<file path="src/hdl/screen_layout_pkg.sv">
package screen_layout_pkg;

    //////////////////////////////////////////////////
    // cell grid, 16x32 pixel cells on 640x480
    //////////////////////////////////////////////////

    localparam int CELL_COL_W = 6;                  // pix_x[9:4]
    localparam int CELL_ROW_W = 5;                  // pix_y[9:5]

    localparam logic [CELL_COL_W-1:0] LAST_COL = 6'd39;    // right border column

    // vertical border limits in pixels
    localparam logic [9:0] TOP_EDGE_Y    = 10'd32;
    localparam logic [9:0] BOTTOM_EDGE_Y = 10'd448;

    //////////////////////////////////////////////////
    // text rows and column ranges
    //////////////////////////////////////////////////

    localparam logic [CELL_ROW_W-1:0] DATE_ROW    = 5'd1;
    localparam logic [CELL_ROW_W-1:0] HOUR_ROW    = 5'd3;
    localparam logic [CELL_ROW_W-1:0] DIVIDER_ROW = 5'd8;

    localparam logic [CELL_COL_W-1:0] LABEL_FIRST_COL = 6'd5;    // "Fecha" / "Hora"
    localparam logic [CELL_COL_W-1:0] DATE_LABEL_LAST = 6'd9;
    localparam logic [CELL_COL_W-1:0] HOUR_LABEL_LAST = 6'd8;

    localparam logic [CELL_COL_W-1:0] FIELD_FIRST_COL = 6'd15;   // first digit cell
    localparam logic [CELL_COL_W-1:0] FIELD_LAST_COL  = 6'd22;   // last digit cell
    localparam logic [CELL_COL_W-1:0] AMPM_COL        = 6'd24;   // 'm' sits one cell right

    // cursor position 0..5 to the digit cell it edits, separators skipped
    localparam logic [CELL_COL_W-1:0] CURSOR_COL [6] = '{
        6'd15,
        6'd16,
        6'd18,
        6'd19,
        6'd21,
        6'd22
    };

    //////////////////////////////////////////////////
    // edit mode, dir_prog encoding
    //////////////////////////////////////////////////

    localparam logic [1:0] EDIT_NONE = 2'd0;
    localparam logic [1:0] EDIT_HOUR = 2'd1;
    localparam logic [1:0] EDIT_DATE = 2'd2;

endpackage

</file>
<file path="src/hdl/glyph_pkg.sv">
package glyph_pkg;

    typedef logic [6:0] char_code_t;
    typedef logic [11:0] color_t;

    //////////////////////////////////////////////////
    // character codes in the font memory
    //////////////////////////////////////////////////

    localparam char_code_t CH_BLANK   = 7'h00;
    localparam char_code_t DIGIT_BASE = 7'h30;   // '0', plus the bcd nibble
    localparam char_code_t CH_COLON   = 7'h3a;
    localparam char_code_t CH_SLASH   = 7'h2f;
    localparam char_code_t CH_SUFFIX_A = 7'h61;  // a
    localparam char_code_t CH_SUFFIX_P = 7'h70;  // p
    localparam char_code_t CH_SUFFIX_M = 7'h6d;  // m

    // frame pieces
    localparam char_code_t BORDER_TOP    = 7'h14;
    localparam char_code_t BORDER_BOTTOM = 7'h17;
    localparam char_code_t BORDER_LEFT   = 7'h13;
    localparam char_code_t BORDER_RIGHT  = 7'h15;
    localparam char_code_t DIVIDER       = 7'h16;
    localparam char_code_t CORNER_UL     = 7'h0f;
    localparam char_code_t CORNER_UR     = 7'h10;
    localparam char_code_t CORNER_DR     = 7'h11;
    localparam char_code_t CORNER_DL     = 7'h12;

    //////////////////////////////////////////////////
    // colours and colour class
    //////////////////////////////////////////////////

    localparam color_t COLOR_BG    = 12'hccc;   // light grey
    localparam color_t COLOR_TEXT  = 12'h00b;   // navy
    localparam color_t COLOR_FRAME = 12'h444;   // dark grey

    localparam logic [1:0] CLASS_NONE  = 2'd0;
    localparam logic [1:0] CLASS_TEXT  = 2'd1;
    localparam logic [1:0] CLASS_FRAME = 2'd2;

    // 11-bit font address, raw word or char code above glyph row
    typedef union packed {
        logic [10:0] raw;
        struct packed {
            char_code_t code;
            logic [3:0] row;
        } f;
    } font_addr_u;

endpackage

</file>
<file path="src/hdl/clock_field_decoder.sv">
`timescale 1ns/1ps

module clock_field_decoder (
    input  logic                  nexys_clock,
    input  logic                  rst_n,
    input  logic [9:0]            pix_x,
    input  logic [9:0]            pix_y,
    input  logic [7:0]            hora,
    input  logic [7:0]            min,
    input  logic [7:0]            seg,
    input  logic [7:0]            dia,
    input  logic [7:0]            mes,
    input  logic [7:0]            year,
    input  logic                  am_pm,
    input  logic                  formato,
    input  logic                  clk_parp,
    input  logic [1:0]            dir_prog,
    input  logic [2:0]            p_hora,
    input  logic [2:0]            p_fecha,
    output logic                  field_hit,
    output glyph_pkg::char_code_t field_char,
    output logic                  field_blank
);

    logic [screen_layout_pkg::CELL_COL_W-1:0] cell_col;
    logic [screen_layout_pkg::CELL_ROW_W-1:0] cell_row;
    logic [screen_layout_pkg::CELL_COL_W-1:0] lbl_off;
    logic [screen_layout_pkg::CELL_COL_W-1:0] fld_off;
    logic [screen_layout_pkg::CELL_COL_W-1:0] cur_col;
    logic                  on_date;
    logic                  on_hour;
    logic [7:0]            val_a;
    logic [7:0]            val_b;
    logic [7:0]            val_c;
    glyph_pkg::char_code_t sep_char;
    glyph_pkg::char_code_t char_next;
    logic                  hit_next;
    logic                  blank_next;
    logic                  edit_row;
    logic [2:0]            cur_pos;

    function automatic glyph_pkg::char_code_t bcd_char(input logic [3:0] nib);
        return glyph_pkg::DIGIT_BASE + {3'b000, nib};
    endfunction

    assign cell_col = pix_x[9:4];
    assign cell_row = pix_y[9:5];
    assign on_date  = (cell_row == screen_layout_pkg::DATE_ROW);
    assign on_hour  = (cell_row == screen_layout_pkg::HOUR_ROW);
    assign lbl_off  = cell_col - screen_layout_pkg::LABEL_FIRST_COL;
    assign fld_off  = cell_col - screen_layout_pkg::FIELD_FIRST_COL;

    // both rows share one digit layout, only the sources differ
    assign val_a    = on_date ? dia  : hora;
    assign val_b    = on_date ? mes  : min;
    assign val_c    = on_date ? year : seg;
    assign sep_char = on_date ? glyph_pkg::CH_SLASH : glyph_pkg::CH_COLON;

    always_comb
    begin
        hit_next  = 1'b0;
        char_next = glyph_pkg::CH_BLANK;
        if (on_date && cell_col >= screen_layout_pkg::LABEL_FIRST_COL
                && cell_col <= screen_layout_pkg::DATE_LABEL_LAST)
        begin
            hit_next = 1'b1;
            case (lbl_off[2:0])
                3'd0:    char_next = 7'h46;     // F
                3'd1:    char_next = 7'h65;     // e
                3'd2:    char_next = 7'h63;     // c
                3'd3:    char_next = 7'h68;     // h
                default: char_next = 7'h61;     // a
            endcase
        end
        else if (on_hour && cell_col >= screen_layout_pkg::LABEL_FIRST_COL
                && cell_col <= screen_layout_pkg::HOUR_LABEL_LAST)
        begin
            hit_next = 1'b1;
            case (lbl_off[1:0])
                2'd0:    char_next = 7'h48;     // H
                2'd1:    char_next = 7'h6f;     // o
                2'd2:    char_next = 7'h72;     // r
                default: char_next = 7'h61;     // a
            endcase
        end
        else if ((on_date || on_hour) && cell_col >= screen_layout_pkg::FIELD_FIRST_COL
                && cell_col <= screen_layout_pkg::FIELD_LAST_COL)
        begin
            hit_next = 1'b1;
            case (fld_off[2:0])
                3'd0:    char_next = bcd_char(val_a[7:4]);   // tens
                3'd1:    char_next = bcd_char(val_a[3:0]);
                3'd3:    char_next = bcd_char(val_b[7:4]);
                3'd4:    char_next = bcd_char(val_b[3:0]);
                3'd6:    char_next = bcd_char(val_c[7:4]);
                3'd7:    char_next = bcd_char(val_c[3:0]);
                default: char_next = sep_char;              // cells 2 and 5
            endcase
        end
        else if (on_hour && cell_col > screen_layout_pkg::FIELD_LAST_COL
                && cell_col <= screen_layout_pkg::AMPM_COL + 6'd1)
        begin
            hit_next = 1'b1;                    // gap cell and suffix, blank in 24h
            if (formato && cell_col == screen_layout_pkg::AMPM_COL)
                char_next = am_pm ? glyph_pkg::CH_SUFFIX_P : glyph_pkg::CH_SUFFIX_A;
            else if (formato && cell_col != screen_layout_pkg::FIELD_LAST_COL + 6'd1)
                char_next = glyph_pkg::CH_SUFFIX_M;
        end
    end

    //////////////////////////////////////////////////
    // edit cursor blink
    //////////////////////////////////////////////////

    always_comb
    begin
        cur_pos = on_hour ? p_hora : p_fecha;
        cur_col = '1;                           // no cell matches
        if (cur_pos <= 3'd5)
            cur_col = screen_layout_pkg::CURSOR_COL[cur_pos];
        case (dir_prog)
            screen_layout_pkg::EDIT_HOUR: edit_row = on_hour;
            screen_layout_pkg::EDIT_DATE: edit_row = on_date;
            screen_layout_pkg::EDIT_NONE: edit_row = 1'b0;
            default:                      edit_row = 1'b0;
        endcase
        blank_next = edit_row && (cell_col == cur_col) && !clk_parp;
    end

    always_ff @(posedge nexys_clock)
    begin
        if (!rst_n)
        begin
            field_hit   <= 1'b0;
            field_blank <= 1'b0;
        end
        else
        begin
            field_hit   <= hit_next;
            field_blank <= blank_next;
        end
        field_char <= char_next;
    end

endmodule

</file>
<file path="src/hdl/frame_decoder.sv">
`timescale 1ns/1ps

module frame_decoder (
    input  logic                  nexys_clock,
    input  logic                  rst_n,
    input  logic [9:0]            pix_x,
    input  logic [9:0]            pix_y,
    output logic                  frame_hit,
    output glyph_pkg::char_code_t frame_char
);

    logic [screen_layout_pkg::CELL_COL_W-1:0] cell_col;
    logic [screen_layout_pkg::CELL_ROW_W-1:0] cell_row;
    logic                  in_top;
    logic                  in_bottom;
    logic                  in_left;
    logic                  in_right;
    logic                  inner_col;
    logic                  hit_next;
    glyph_pkg::char_code_t char_next;

    assign cell_col  = pix_x[9:4];
    assign cell_row  = pix_y[9:5];
    assign in_top    = (pix_y < screen_layout_pkg::TOP_EDGE_Y);
    assign in_bottom = (pix_y >= screen_layout_pkg::BOTTOM_EDGE_Y);
    assign in_left   = (cell_col == '0);
    assign in_right  = (cell_col == screen_layout_pkg::LAST_COL);
    assign inner_col = !in_left && (cell_col < screen_layout_pkg::LAST_COL);   // cols 1..38

    always_comb
    begin
        hit_next  = 1'b1;
        char_next = glyph_pkg::CH_BLANK;
        if (in_top && in_left)
            char_next = glyph_pkg::CORNER_UL;
        else if (in_top && in_right)
            char_next = glyph_pkg::CORNER_UR;
        else if (in_bottom && in_left)
            char_next = glyph_pkg::CORNER_DL;
        else if (in_bottom && in_right)
            char_next = glyph_pkg::CORNER_DR;
        else if (in_top && inner_col)
            char_next = glyph_pkg::BORDER_TOP;
        else if (in_bottom && inner_col)
            char_next = glyph_pkg::BORDER_BOTTOM;
        else if (!in_top && !in_bottom && in_left)
            char_next = glyph_pkg::BORDER_LEFT;
        else if (!in_top && !in_bottom && in_right)
            char_next = glyph_pkg::BORDER_RIGHT;
        else if (cell_row == screen_layout_pkg::DIVIDER_ROW && inner_col)
            char_next = glyph_pkg::DIVIDER;     // line under the clock rows
        else
            hit_next = 1'b0;
    end

    always_ff @(posedge nexys_clock)
    begin
        if (!rst_n)
            frame_hit <= 1'b0;
        else
            frame_hit <= hit_next;
        frame_char <= char_next;
    end

endmodule

</file>
<file path="src/hdl/pixel_shader.sv">
`timescale 1ns/1ps

module pixel_shader (
    input  logic                  nexys_clock,
    input  logic                  rst_n,
    input  logic [9:0]            pix_x,
    input  logic [9:0]            pix_y,
    input  logic                  field_hit,
    input  logic                  field_blank,
    input  logic                  frame_hit,
    input  glyph_pkg::char_code_t field_char,
    input  glyph_pkg::char_code_t frame_char,
    input  logic [7:0]            font_row,
    output logic [10:0]           font_addr,
    output glyph_pkg::color_t     color
);

    glyph_pkg::font_addr_u addr_next;
    glyph_pkg::font_addr_u addr_q;
    logic [3:0] glyph_row_d;
    logic [2:0] bit_col_d;
    logic [2:0] bit_col_q2;
    logic [2:0] bit_col_q3;
    logic [1:0] class_next;
    logic [1:0] class_q2;
    logic [1:0] class_q3;
    logic       blank_q2;
    logic       blank_q3;
    logic       font_bit;

    // glyph drawn at double size, so pixel bit 0 is dropped
    always_ff @(posedge nexys_clock)
    begin
        glyph_row_d <= pix_y[4:1];
        bit_col_d   <= pix_x[3:1];
    end

    //////////////////////////////////////////////////
    // character select and font address
    //////////////////////////////////////////////////

    always_comb
    begin
        addr_next.f.code = glyph_pkg::CH_BLANK;
        addr_next.f.row  = glyph_row_d;
        class_next       = glyph_pkg::CLASS_NONE;
        if (field_hit)
        begin
            addr_next.f.code = field_char;      // clock text wins
            class_next       = glyph_pkg::CLASS_TEXT;
        end
        else if (frame_hit)
        begin
            addr_next.f.code = frame_char;
            class_next       = glyph_pkg::CLASS_FRAME;
        end
    end

    always_ff @(posedge nexys_clock)
    begin
        if (!rst_n)
        begin
            addr_q.raw <= '0;
            class_q2   <= glyph_pkg::CLASS_NONE;
            blank_q2   <= 1'b0;
        end
        else
        begin
            addr_q   <= addr_next;
            class_q2 <= class_next;
            blank_q2 <= field_hit && field_blank;
        end
        bit_col_q2 <= bit_col_d;
    end

    assign font_addr = addr_q.raw;

    //////////////////////////////////////////////////
    // wait for font_row, then colour
    //////////////////////////////////////////////////

    always_ff @(posedge nexys_clock)
    begin
        if (!rst_n)
        begin
            class_q3 <= glyph_pkg::CLASS_NONE;
            blank_q3 <= 1'b0;
        end
        else
        begin
            class_q3 <= class_q2;               // memory read in flight
            blank_q3 <= blank_q2;
        end
        bit_col_q3 <= bit_col_q2;
    end

    assign font_bit = font_row[3'd7 - bit_col_q3];    // msb is leftmost

    always_ff @(posedge nexys_clock)
    begin
        if (!rst_n)
            color <= glyph_pkg::COLOR_BG;
        else if (blank_q3)
            color <= glyph_pkg::COLOR_BG;       // cursor digit off phase
        else if (font_bit && class_q3 == glyph_pkg::CLASS_TEXT)
            color <= glyph_pkg::COLOR_TEXT;
        else if (font_bit && class_q3 == glyph_pkg::CLASS_FRAME)
            color <= glyph_pkg::COLOR_FRAME;
        else
            color <= glyph_pkg::COLOR_BG;
    end

endmodule

</file>
<file path="src/hdl/char_overlay.sv">
`timescale 1ns/1ps

module char_overlay (
    input  logic              nexys_clock,
    input  logic              rst_n,
    input  logic [9:0]        pix_x,
    input  logic [9:0]        pix_y,
    input  logic [7:0]        hora,
    input  logic [7:0]        min,
    input  logic [7:0]        seg,
    input  logic [7:0]        dia,
    input  logic [7:0]        mes,
    input  logic [7:0]        year,
    input  logic              am_pm,
    input  logic              formato,
    input  logic              clk_parp,         // blink level
    input  logic [1:0]        dir_prog,
    input  logic [2:0]        p_hora,
    input  logic [2:0]        p_fecha,
    input  logic [7:0]        font_row,         // external font, one clock after font_addr
    output logic [10:0]       font_addr,
    output glyph_pkg::color_t color
);

    logic                  field_hit;
    logic                  field_blank;
    logic                  frame_hit;
    glyph_pkg::char_code_t field_char;
    glyph_pkg::char_code_t frame_char;

    clock_field_decoder i_clock_field_decoder (
        .nexys_clock (nexys_clock),
        .rst_n       (rst_n),
        .pix_x       (pix_x),
        .pix_y       (pix_y),
        .hora        (hora),
        .min         (min),
        .seg         (seg),
        .dia         (dia),
        .mes         (mes),
        .year        (year),
        .am_pm       (am_pm),
        .formato     (formato),
        .clk_parp    (clk_parp),
        .dir_prog    (dir_prog),
        .p_hora      (p_hora),
        .p_fecha     (p_fecha),
        .field_hit   (field_hit),
        .field_char  (field_char),
        .field_blank (field_blank)
    );

    frame_decoder i_frame_decoder (
        .nexys_clock (nexys_clock),
        .rst_n       (rst_n),
        .pix_x       (pix_x),
        .pix_y       (pix_y),
        .frame_hit   (frame_hit),
        .frame_char  (frame_char)
    );

    pixel_shader i_pixel_shader (
        .nexys_clock (nexys_clock),
        .rst_n       (rst_n),
        .pix_x       (pix_x),
        .pix_y       (pix_y),
        .field_hit   (field_hit),
        .field_blank (field_blank),
        .frame_hit   (frame_hit),
        .field_char  (field_char),
        .frame_char  (frame_char),
        .font_row    (font_row),
        .font_addr   (font_addr),
        .color       (color)
    );

endmodule

</file>
<file path="config.mk">
export PLATFORM = sky130hd
export DESIGN_NAME = char_overlay
export DESIGN_NICKNAME = d
export VERILOG_FILES = /design/src/hdl/screen_layout_pkg.sv /design/src/hdl/glyph_pkg.sv /design/src/hdl/clock_field_decoder.sv /design/src/hdl/frame_decoder.sv /design/src/hdl/pixel_shader.sv /design/src/hdl/char_overlay.sv
export SDC_FILE = /design/constraint.sdc
export NUM_CORES = 1
export LEC_CHECK = 0
export ABC_AREA = 1
export BUFFER_PORTS_ARGS = -buffer_cell sky130_fd_sc_hd__buf_2
export CAP_MARGIN = 20
export CORE_ASPECT_RATIO = 0.8
export CORE_UTILIZATION = 48
export CTS_BUF_LIST = sky130_fd_sc_hd__clkbuf_4
export CTS_CLUSTER_DIAMETER = 50
export DETAILED_ROUTE_END_ITERATION = 7
export GPL_TIMING_DRIVEN = 0
export PLACE_DENSITY = 0.79
export SYNTH_ARGS = -nofsm -noshare
export SYNTH_HDL_FRONTEND = slang
export SYNTH_HIERARCHICAL = 1
export SYNTH_SLANG_ARGS = --single-unit
</file>
<file path="constraint.sdc">
create_clock -name nexys_clock -period 1.73 [get_ports nexys_clock]
set_input_delay 0.0865 -clock nexys_clock [delete_from_list [all_inputs] [get_ports nexys_clock]]
set_output_delay 0.0865 -clock nexys_clock [all_outputs]
set_load 0.02 [all_outputs]
</file>
# == After elaboration in Yosys (flattened, before gate mapping) ==
# Memories as Yosys holds them, arrays and structs flattened.
# Index checks and enable logic that the tools add are counted.
# classes
addsub,9
order_cmp,13
eq_ne,21
mux,48
bitwise_logic,2
n_reduce_logical,39
# ops
cell,count
7-bit two-way mux,8
5-bit two-way mux,10
"6-bit by 4-bit adder with 7-bit output, first input constant",6
7-bit case mux with 6 select lines,1
1-bit logical AND,26
12-bit two-way mux,2
8-bit two-way mux,3
6-bit case mux with 4 select lines,1
6-bit two-way mux,3
6-bit case mux with 3 select lines,1
1-bit two-way mux,15
"6-bit by 4-bit <= comparator with 1-bit output, second input constant",2
"6-bit by 5-bit <= comparator with 1-bit output, second input constant",2
"10-bit by 9-bit >= comparator with 1-bit output, second input constant",1
"10-bit by 6-bit < comparator with 1-bit output, second input constant",1
"3-bit by 2-bit == test with 1-bit output, second input constant",3
"3-bit == test, second input constant",3
8-bit OR reduction,1
"2-bit by 1-bit == test with 1-bit output, second input constant",3
"2-bit == test, second input constant",3
"3-bit by 1-bit == test with 1-bit output, second input constant",2
"6-bit by 5-bit == test with 1-bit output, second input constant",1
6-bit == test,1
"6-bit == test, second input constant",1
other kinds (26),32
# word_totals
ff_bits,59
romBits,48
in_bits,89
out_inout_bits,23
wordCells,151
memories,1
# memory_table
name,depth,width,rd,rd_clocked_by_memory_dff,wr,line,source
(name not given),8,6,1,0,0,clock_field_decoder.sv:120,cur_col = screen_layout_pkg::CURSOR_COL[cur_pos];

# == Depth between registers and ports, before layout ==
# Gate-level depths: netlist of the first run.
# logic_depth
word_depth,13
ltp_mapped,12
ltp_nobuf,12

# == Hierarchy ==
# Netlist of the first run, hierarchy kept.
# modules_own_cells
mod,n_inst,cells_each,area_per_inst_um2,seq_area_each_um2
clock_field_decoder,1,306,1635.3,180.2
pixel_shader,1,104,1057.3,680.7
frame_decoder,1,69,476.7,120.1

# == Least setup slack after synthesis of the first run ==
# OpenSTA, ideal clock, no wires.
# synth_timing
path_type,input-to-reg
start,input pix_x[4]
end,register i_clock_field_decoder.field_char[3]
setup_ns,0.121
arrival_time_ns,1.139
required_ns,1.609
slack_ns,0.471
path_stages,11
path_buffers,0
cell_sequence,ha_1 > inv_1 > nand2_1 > nand2_1 > nand2_1 > nand4_1 > nand3_1 > nor2_1 > nand2_1 > nand2_1 > nand3_1
# synth_between
elab_chain_cells,8
word_cells_on_any_way,43
cone_classes,add/sub: 2; order compare: 7; eq/ne: 12; mux: 9; reduce/logical: 13
# synth_lines
item,line,source
"start, declared",char_overlay.sv:6,"input logic [9:0] pix_x,"
"parallel branches: the longest is 7 deep, another holds 3-bit subtractor",n/a,
7-bit two-way mux *,clock_field_decoder.sv:63,if (on_date && cell_col >= screen_layout_pkg::LABEL_FIRST_COL
named net i_clock_field_decoder.char_next[3],clock_field_decoder.sv:36,glyph_pkg::char_code_t char_next;
"end signal, assigned",clock_field_decoder.sv:142,field_char <= char_next;
"end, declared",clock_field_decoder.sv:21,"output glyph_pkg::char_code_t field_char,"
# Mark *: on every way through the listed nets, which the timed path passes.
# A chain may end at the register's enable or synchronous reset.

# == Final worst setup path of the first run ==
# layout_timing
start,input pix_x[4]
end,register i_clock_field_decoder.field_char[2]
# The elaborated chain is that of the path after synthesis.

==> flow_metrics.env, run 1 <==
export IMPL_min_path_type="in -> reg"
export IMPL_die_h_um=74.7
export IMPL_num_rows=26
export IMPL_max_stage_delay_ns=0.32
export IMPL_grtUsageTotal=0.223
export IMPL_dieArea_um2=6930
export IMPL_yosysWarningCount=6
export IMPL_finalPower_mw=2.33
export IMPL_finClkSkew_ns=0.00869
export IMPL_reg2reg_slack_ns=0.74
export IMPL_layoutNonFillerInstCount=688
export IMPL_drv_cap=0
export IMPL_synthArstFlopShare=0
export IMPL_hp_start="pix_x[6]"
export IMPL_nets=702
export IMPL_synth_cell_type_count=40
export IMPL_syn_inst=479
export IMPL_drive_above_1_share=0.285
export IMPL_leakage_nw=2.25
export IMPL_setup_viol=0
export IMPL_wl_per_cell_um=11.1
export IMPL_htreeDepth=2
export IMPL_timing_rr_end="i_pixel_shader/color[1]"
export IMPL_clock_fmax_ghz=0.657
export IMPL_crit_path_frequent_cell="nand2_1"
export IMPL_vias=3322
export IMPL_yosysSeqAreaShare=0.310
export IMPL_endpoint_kind="register"
export IMPL_start_util=0.497
export IMPL_synth_seq_cells=49
export IMPL_antenna_cells=0
export IMPL_reg2reg_depth=5
export IMPL_maxSlewViolCount=0
export IMPL_hold_viol=0
export IMPL_cp_slowest_cell="ha_2"
export IMPL_syn_area_um2=3170
export IMPL_ir_worst_vdd_mv=0.368
export IMPL_start_kind="input port"
export IMPL_rr_startpoint="i_pixel_shader/bit_col_q3[0]"
export IMPL_grt_antenna_before_repair=0
export IMPL_path_cells="buf_2 -> ha_2 -> inv_1 -> nand2_1 -> nand2_1 -> nand2_1 -> nand4_1 -> o21ai_2 -> nor2_1 -> nand2_1 -> nand2_1 -> nand2_1"
export IMPL_die_w_um=92.8
export IMPL_dr_pass1_iters=5
export IMPL_grt_pass1_vias=2816
export IMPL_yosysTopAreaCell="dfxtp_1"
export IMPL_io_buffers=105
export IMPL_tritoncts="done"
export IMPL_syn2layout_area_growth_pct=25.6
export IMPL_synth_top_area_share=0.310
export IMPL_cp_required_ns=2.04
export IMPL_layout_commonest_cell="nand2_1"
export IMPL_finalCritPeriodShare=0.880
export IMPL_dp_hpwl_um=6140
export IMPL_cts_root_buf="clkbuf_4"
export IMPL_dp_cells=672
export IMPL_drt_iter0_drc=154
export IMPL_setup_tns_ns=0
export IMPL_grt_max_degree=16
export IMPL_synth_edf_count=0
export IMPL_gp_congestion=0.902
export IMPL_clk_latency_ns=0.35
export IMPL_cts_sinks=49
export IMPL_nFillCells=631
export IMPL_hold_depth=4
export IMPL_grt_pass1_wl_um=12300
export IMPL_vias_per_cell=4.83
export IMPL_path_class="in -> reg"
export IMPL_status="finished clean"
export IMPL_worstPathArrival_ns=1.83
export IMPL_core_area_um2=6380
export IMPL_clk_pin_slew_ns=0.13
export IMPL_drc_errors=0
export IMPL_final_cell_mix="nand2_1, buf_2, inv_1"
export IMPL_finalWirelength_um=7630
export IMPL_ys_flop_type="dfxtp_1"
export IMPL_min_to="i_frame_decoder/frame_char[3]"
export IMPL_clock_path_buffers=2
export IMPL_crit_fanout=13
export IMPL_rsz0062_at_grt="no"
export IMPL_ioPinCount=112
export IMPL_finalCriticalPeriod_ns=1.52
export IMPL_p_per_area_nw_per_um2=585
export IMPL_ant_nets=0
export IMPL_grt_remaining_overflow=0
export IMPL_cts_buffers_inserted=5
export IMPL_synth_area_top_cells="dfxtp_1, nand2_1, inv_1"
export IMPL_avgSynthCellArea_um2=6.62
power by group:
| part | switching, mW | internal [mW] |
|---|---|---|
| clock network | 0.337 | 0.299 |
| logic | 0.296 | 0.212 |
| registers | 0.0162 | 1.17 |
| total | 0.649 | 1.68 |
worst max path at each step:
stage,start,end,slack [ns],cells past startpoint
2_1_floorplan,pix_x[4],i_clock_field_decoder/field_char[3],0.47,11
3_3_place_gp,pix_x[4],i_clock_field_decoder/field_char[2],-0.18,12
3_5_place_dp,pix_x[4],i_clock_field_decoder/field_char[2],-0.22,12
4_1_cts,pix_x[4],i_clock_field_decoder/field_char[2],0.17,12
5_1_grt,pix_x[4],i_clock_field_decoder/field_char[2],0.04,12
6_report,pix_x[4],i_clock_field_decoder/field_char[2],0.21,12
metrics by stage:
stage | setup slack (ns) | hold slack (ns) | area, µm² | util
finish | 0.208 | 0.124 | 3980 | 0.624
global route | 0.0381 | 0.129 | 3980 | 0.624
CTS | 0.167 | 0.111 | 3970 | 0.623
detailed placement | -0.223 | 0.190 | 3810 | 0.598
global placement | -0.178 | 0.188 | 3810 | 0.598
floorplan | 0.471 | 0.114 | 3180 | -
logic make-up (layout without fill, tap and decap cells):
| group | after synthesis | after routing | share of synthesized area |
|---|---|---|---|
| adders and majority gates | 10 | 10 | 0.0395 |
| xor gates and xnor gates | 1 | 1 | 0.00276 |
| and+or+nand+nor | 257 | 257 | 0.400 |
| AOI/OAI and AO/OA | 51 | 51 | 0.0987 |
| other | 2 | 6 | 0.00237 |
| buffers and inverters | 109 | 230 | 0.147 |
| DFF | 49 | 49 | 0.310 |
registers in the layout (all words and copies together), names as in the netlist, 2 cells and up:
name                              cells
i_frame_decoder/frame_char            5
i_pixel_shader/class_q3               2
i_pixel_shader/glyph_row_d            4
i_pixel_shader/font_addr             11
i_pixel_shader/class_q2               2
i_clock_field_decoder/field_char      7
i_pixel_shader/color                  4
i_pixel_shader/bit_col_q3             3
i_pixel_shader/bit_col_d              3
i_pixel_shader/bit_col_q2             3
cell usage after synthesis, drive strengths merged, types with 2 or more instances:
cell and count:
o211ai 5, nand3b 4, nand3 42, nand2 124
nand4 20, o22ai 2, nor2 60, a31oi 3
dfxtp 49, o21ai 24, buf 15, inv 94
nor3 3, a21oi 8, conb 2, a22o 7
ha 10
metal layers:
metal / track usage / vias up / part of all wire
met3: 0.0364 / 4 / 0.064
met4: 0.0444 / 0 / 0.0056
met5: 0 / - / 0
li1: - / 1739 / -
met2: 0.380 / 121 / 0.46
met1: 0.305 / 1458 / 0.47
critical path: cells and delay by family:
family / cells / cell delay [ns]
buffers and inverters: 2 / 0.32
AOI/OAI and AO/OA: 1 / 0.27
adders and majority gates: 1 / 0.32
and+or+nand+nor: 8 / 0.83
layout make-up:
class | instances | area [µm²] | share of cell area
plain buffers | 15 | 111 | 0.0280
clock inverters | 3 | 41.3 | 0.0104
clock buffers | 5 | 37.5 | 0.00943
multi-input cells | 325 | 1740 | 0.438
repair buffers | 113 | 606 | 0.152
inverters | 94 | 355 | 0.0893
well taps | 84 | 105 | 0.0264
flip-flops and latches | 49 | 981 | 0.246
repair_timing:
item	CTS	global route
setup buffers	0	0
hold buffers	8	0
hold endpoints to repair	9	0
setup endpoints to repair	0	3
resized for setup	0	2
No activity file was read; power rests on OpenSTA's default activity.
==> run 2, diff against run 1 <==
==> constraint.sdc (replaced) <==
create_clock -name nexys_clock -period 1.62 [get_ports nexys_clock]
set_input_delay 0.081 -clock nexys_clock [delete_from_list [all_inputs] [get_ports nexys_clock]]
set_output_delay 0.081 -clock nexys_clock [all_outputs]
set_load 0.02 [all_outputs]
==> run 2 against run 1 <==
  * Global-route usage stayed put
  * Non-clock buffer count stayed put
  * Die area unchanged
  * Combinational power grew 7.1%
==> flow_metrics.env, run 2 (same netlist as run 1, synthesis figures left out) <==
export IMPL_cp_required_ns=1.88
export IMPL_timing_rr_end="i_pixel_shader/color[7]"
export IMPL_tritoncts="done"
export IMPL_max_stage_delay_ns=0.28
export IMPL_largest_reg_flops=11
export IMPL_endpoint_kind="register"
export IMPL_min_to="i_frame_decoder/frame_char[3]"
export IMPL_path_class="in -> reg"
export IMPL_worstPathArrival_ns=1.72
export IMPL_rr_startpoint="i_pixel_shader/bit_col_q3[0]"
export IMPL_place_ws_ns=-0.328
export IMPL_ioPinCount=112
export IMPL_clk_pin_slew_ns=0.13
export IMPL_drive_above_1_share=0.285
export IMPL_grt_remaining_overflow=0
export IMPL_final_util=0.626
export IMPL_leakage_nw=2.26
export IMPL_nFillCells=628
export IMPL_min_path_type="in -> reg"
export IMPL_dr_pass1_iters=5
export IMPL_maxSlewViolCount=0
export IMPL_cts_sinks=49
export IMPL_clock_fmax_ghz=0.687
export IMPL_finalCritPeriodShare=0.898
export IMPL_cts_root_buf="clkbuf_4"
export IMPL_htreeDepth=2
export IMPL_crit_family="simple AND/OR/NAND/NOR gates"
export IMPL_drt_iter0_drc=170
export IMPL_grt_pass1_wl_um=12300
export IMPL_dp_hpwl_um=6140
export IMPL_cp_slowest_cell="ha_1"
export IMPL_finClkSkew_ns=0.00825
export IMPL_clk_latency_ns=0.36
export IMPL_clock_path_buffers=2
export IMPL_start_util=0.497
export IMPL_dieArea_um2=6930
export IMPL_setup_viol=0
export IMPL_hold_viol=0
export IMPL_crit_buf_inv=2
export IMPL_drc_errors=0
export IMPL_cts_setup_buffers=0
export IMPL_hp_start="pix_x[6]"
export IMPL_final_cell_mix="nand2_1, buf_2, inv_1"
export IMPL_regArea_um2=981
export IMPL_gp_congestion=0.902
export IMPL_syn2layout_area_growth_pct=25.9
export IMPL_vias=3327
export IMPL_io_buffers=105
export IMPL_layout_commonest_cell="nand2_1"
export IMPL_ir_worst_vdd_mv=0.394
export IMPL_nets=702
export IMPL_setup_ws_ns=0.165
export IMPL_vias_per_cell=4.84
export IMPL_reg2reg_slack_ns=0.63
export IMPL_path_cells="buf_2 -> inv_1 -> ha_1 -> o21ai_0 -> nand3_1 -> nand4_1 -> o21ai_0 -> nand2_1 -> nand3_1"
export IMPL_grtUsageTotal=0.223
export IMPL_die_w_um=92.8
export IMPL_finalWirelength_um=7660
export IMPL_rsz0062_at_grt="no"
export IMPL_drv_cap=0
export IMPL_multiInputGateArea_um2=1750
export IMPL_reg2reg_depth=5
export IMPL_cts_buffers_inserted=5
export IMPL_wl_per_cell_um=11.1
export IMPL_ant_nets=0
export IMPL_grt_max_degree=16
export IMPL_finalCriticalPeriod_ns=1.46
export IMPL_die_h_um=74.7
export IMPL_hold_depth=4
export IMPL_num_rows=26
export IMPL_start_kind="input port"
export IMPL_grt_pass1_vias=2816
export IMPL_core_area_um2=6380
export IMPL_crit_fanout=12
export IMPL_grt_antenna_before_repair=0
export IMPL_status="finished clean"
export IMPL_p_per_area_nw_per_um2=625
export IMPL_antenna_cells=0
-- run 2: cell count changes in the layout (fill, tap and decap cells not counted) --
cell,delta
ha_4,+1
ha_2,-1
-- run 2: power breakdown --
part / leakage, nW / switching, mW / internal [mW]
registers: 0.403 / 0.0173 / 1.25
logic: 1.81 / 0.317 / 0.227
clock network: 0.0389 / 0.364 / 0.320
-- run 2: layout make-up --
class	instances	area share
Timing Repair Buffer	113	0.152
Clock inverter	3	0.0103
Buffer	15	0.0279
Tap cell	84	0.0263
Sequential cell	49	0.246
Clock buffer	5	0.00941
Multi-Input combinational cell	325	0.439
Inverter	94	0.0891
-- run 2: how the worst max path moves through the flow --
stage,startpoint,end,slack (ns),cells after the start
after floorplan,pix_x[4],i_clock_field_decoder/field_char[3],0.37,11
after global placement,pix_x[4],i_clock_field_decoder/field_char[2],-0.28,12
after detailed placement,pix_x[4],i_clock_field_decoder/field_char[2],-0.33,12
after CTS,pix_x[4],i_clock_field_decoder/field_char[2],0.06,12
after global routing,pix_x[5],i_clock_field_decoder/field_char[3],0.04,9
final,pix_x[5],i_clock_field_decoder/field_char[3],0.16,9
-- run 2: through the flow --
step                hold slack [ns]  instance area, µm²  power [mW]  instances  TNS (ns)
floorplan                     0.109                3180        1.61        483         0
global placement              0.183                3810        1.80        672     -1.47
detailed placement            0.185                3810        1.82        672     -1.77
CTS                           0.105                3970        2.51        688         0
global route                  0.123                3990        2.63        688         0
finish                        0.118                3990        2.49        688         0
-- run 2: timing repair --
item | CTS | global route
resized for setup | 0 | 3
hold endpoints to repair | 9 | 0
endpoints found under the setup margin | 0 | 5
hold buffers | 8 | 0
-- run 2: tightest hold or removal path: stages --
cell and delay (ns):
buf_2 0.11, nor2_1 0.07, nand3_2 0.10, nor2_1 0.07
-- run 2: layer usage --
metal / part of all wire / vias up / routed length (µm) / global-route usage
met5: 0 / - / 0 / 0
met4: 0.0038 / 0 / 29 / 0.0444
met3: 0.061 / 2 / 471 / 0.0364
met2: 0.46 / 111 / 3520 / 0.380
met1: 0.47 / 1471 / 3640 / 0.305
li1: - / 1743 / - / -
==> run 3, diff against run 2 <==
--- a/config.mk
+++ b/config.mk
@@ -14,8 +14,7 @@
 export CTS_CLUSTER_DIAMETER = 50
 export DETAILED_ROUTE_END_ITERATION = 7
 export GPL_TIMING_DRIVEN = 0
-export PLACE_DENSITY = 0.79
+export PLACE_DENSITY = 0.8
 export SYNTH_ARGS = -nofsm -noshare
 export SYNTH_HDL_FRONTEND = slang
-export SYNTH_HIERARCHICAL = 1
 export SYNTH_SLANG_ARGS = --single-unit
==> run 3 against run 2 <==
  * Area after synthesis decreased by 4.3%
  * Sequential cell count unchanged
  * Design area decreased by 5.2%
  * Combinational power about the same
  * Critical path depth increased by 6
  * First-iteration DRC count increased by 37%
  * Cell count decreased by 3.6%
  * Via count decreased by 0.72%
  * Critical path type unchanged
  * Critical endpoint is now i_clock_field_decoder.field_char[0]
  * Largest cell class unchanged
==> flow_metrics.env, run 3 <==
export IMPL_status="finished clean"
export IMPL_cts_setup_buffers=0
export IMPL_synth_seq_cells=49
export IMPL_crit_buf_inv=5
export IMPL_antenna_cells=0
export IMPL_path_cells="buf_2 -> ha_2 -> nand2_1 -> inv_1 -> nor2_2 -> nor2_2 -> inv_2 -> nand3_2 -> inv_1 -> nand2_1 -> nand2_1 -> inv_1 -> nand2_1 -> nand2_1 -> nand3_1"
export IMPL_grt_pass1_wl_um=13000
export IMPL_vias_per_cell=4.98
export IMPL_yosysWarningCount=0
export IMPL_synth_cell_type_count=36
export IMPL_crit_fanout=7
export IMPL_hold_depth=3
export IMPL_syn2layout_area_growth_pct=24.8
export IMPL_worst_hold_slack_ns=0.0178
export IMPL_ant_nets=0
export IMPL_cp_slowest_cell="ha_2"
export IMPL_rr_startpoint="i_pixel_shader.bit_col_q3[0]"
export IMPL_synthArstFlopShare=0
export IMPL_min_to="i_pixel_shader.class_q3[0]"
export IMPL_avgSynthCellArea_um2=6.56
export IMPL_syn_inst=462
export IMPL_core_area_um2=6010
export IMPL_worstMarginPinSlew_ns=0.646
export IMPL_worstPathArrival_ns=1.68
export IMPL_clock_fmax_ghz=0.695
export IMPL_finalCritPeriodShare=0.888
export IMPL_num_rows=25
export IMPL_final_cell_mix="nand2_1, buf_2, inv_1"
export IMPL_nFillCells=569
export IMPL_relSlewSlack=0.568
export IMPL_regArea_um2=982
export IMPL_dieArea_um2=6640
export IMPL_ir_worst_vdd_mv=0.349
export IMPL_grt_remaining_overflow=0
export IMPL_drt_iter0_drc=233
export IMPL_htreeDepth=2
export IMPL_hold_viol=0
export IMPL_yosysTopAreaCell="dfxtp_1"
export IMPL_start_kind="input port"
export IMPL_drive_above_1_share=0.273
export IMPL_endpoint_kind="register"
export IMPL_synth_top_area_share=0.324
export IMPL_gp_congestion=0.946
export IMPL_die_h_um=73.1
export IMPL_die_w_um=90.9
export IMPL_reg2reg_depth=9
export IMPL_grtUsageTotal=0.244
export IMPL_setup_viol=0
export IMPL_grt_pass1_vias=2964
export IMPL_dp_hpwl_um=6260
export IMPL_yosysSeqAreaShare=0.324
export IMPL_timing_rr_end="i_pixel_shader.color[7]"
export IMPL_cts_root_buf="clkbuf_4"
export IMPL_clk_latency_ns=0.36
export IMPL_io_buffers=102
export IMPL_multiInputGateArea_um2=1610
export IMPL_layout_commonest_cell="nand2_1"
export IMPL_maxSlewViolCount=0
export IMPL_cts_sinks=49
export IMPL_crit_path_frequent_cell="nand2_1"
export IMPL_finalCriticalPeriod_ns=1.44
export IMPL_start_util=0.505
export IMPL_nets=681
export IMPL_clk_pin_slew_ns=0.14
export IMPL_wl_per_cell_um=11.6
export IMPL_grt_antenna_before_repair=0
export IMPL_grt_max_degree=16
export IMPL_setup_tns_ns=0
export IMPL_dr_pass1_iters=5
export IMPL_tritoncts="done"
export IMPL_synthTopCellsByCount="nand2_1, inv_1, nor2_1, dfxtp_1, nand3_1"
export IMPL_synth_edf_count=0
export IMPL_path_class="in -> reg"
export IMPL_finClkSkew_ns=0.0107
export IMPL_final_area_um2=3780
export IMPL_ioPinCount=112
export IMPL_max_stage_delay_ns=0.27
export IMPL_reg2reg_slack_ns=0.26
export IMPL_post_dp_cell_area_um2=3650
export IMPL_drc_errors=0
export IMPL_p_per_area_nw_per_um2=619
export IMPL_cp_required_ns=1.86
export IMPL_vias=3303
export IMPL_largest_reg_flops=11
export IMPL_final_util=0.630
export IMPL_leakage_nw=2.15
export IMPL_finalPower_mw=2.34
export IMPL_finalWirelength_um=7670
export IMPL_clock_path_buffers=2
export IMPL_min_path_type="in -> reg"
export IMPL_drv_cap=0
export IMPL_crit_family="simple AND/OR/NAND/NOR gates"
export IMPL_synth_most_common_cell="nand2_1"
export IMPL_hp_start="rst_n"
export IMPL_cts_buffers_inserted=5
export IMPL_rsz0062_at_grt="no"
export IMPL_syn_area_um2=3030
export IMPL_synth_area_top_cells="dfxtp_1, nand2_1, inv_1"
export IMPL_ys_flop_type="dfxtp_1"
==> run 3: changes by cell type after synthesis, sizes merged, moves of 3 or more <==
cell    before  now
nand3b       4    1
nand3       42   36
nor2        60   57
o21ai       24   30
inv         94   86
==> run 3: kinds of logic (layout without fill, tap and decap cells) <==
family / after synthesis / in the layout / synth area share
buffers and inverters: 104 / 221 / 0.151
DFF: 49 / 49 / 0.324
other: 1 / 4 / 0.00124
AOI/OAI and AO/OA: 57 / 57 / 0.116
adders and majority gates: 11 / 11 / 0.0454
and+or+nand+nor: 240 / 240 / 0.362
==> run 3: worst max path at each step <==
stage / slack, ns / depth (start not counted) / from / to
CTS: 0.15 / 15 / pix_x[4] / i_clock_field_decoder.field_char[0]
floorplan: 0.32 / 11 / pix_x[4] / i_clock_field_decoder.field_char[4]
global route: 0.03 / 9 / i_pixel_shader.bit_col_q3[0] / i_pixel_shader.color[7]
global placement: -0.21 / 15 / pix_x[4] / i_clock_field_decoder.field_char[0]
finish: 0.18 / 15 / pix_x[4] / i_clock_field_decoder.field_char[0]
detailed placement: -0.23 / 15 / pix_x[4] / i_clock_field_decoder.field_char[0]
==> run 3: worst register-to-register path: stages, from the launching register on <==
cell      delay [ns]
dfxtp_2         0.37
nor2_1          0.04
nor2_1          0.09
o21ai_0         0.10
o21ai_0         0.10
inv_1           0.05
o21ai_0         0.21
nand3_1         0.10
nand2_1         0.09
a21boi_0        0.09
==> run 3: cell type report <==
type	count	share of cell area
Buffer	17	0.0344
Clock buffer	5	0.00992
Clock inverter	3	0.00463
Inverter	87	0.0866
Multi-Input combinational cell	312	0.425
Sequential cell	49	0.260
Tap cell	81	0.0268
Timing Repair Buffer	109	0.153
==> run 3: where the power goes <==
group	internal, mW	total, mW	leakage, nW	switching, mW
registers	1.25	1.27	0.404	0.0159
clock network	0.165	0.530	0.0326	0.365
logic	0.224	0.546	1.71	0.321
==> run 3: layer usage <==
layer,routed length (µm),track usage,vias up
li1,-,-,1686
met1,3410,0.327,1457
met2,3530,0.403,147
met3,585,0.0396,13
met4,142,0.0811,0
met5,0,0,-
==> run 3: timing repair <==
action / in CTS / in global routing
hold endpoints to repair: 7 / 0
hold buffers: 7 / 0
endpoints found under the setup margin: 0 / 2
gates resized for setup: 0 / 2
==> run 3: stage by stage <==
| step | instances | setup WS [ns] |
|---|---|---|
| 2_1_floorplan | 465 | 0.318 |
| 3_3_place_gp | 648 | -0.212 |
| 3_5_place_dp | 648 | -0.226 |
| 4_1_cts | 663 | 0.154 |
| 5_1_grt | 663 | 0.0325 |
| 6_report | 663 | 0.181 |
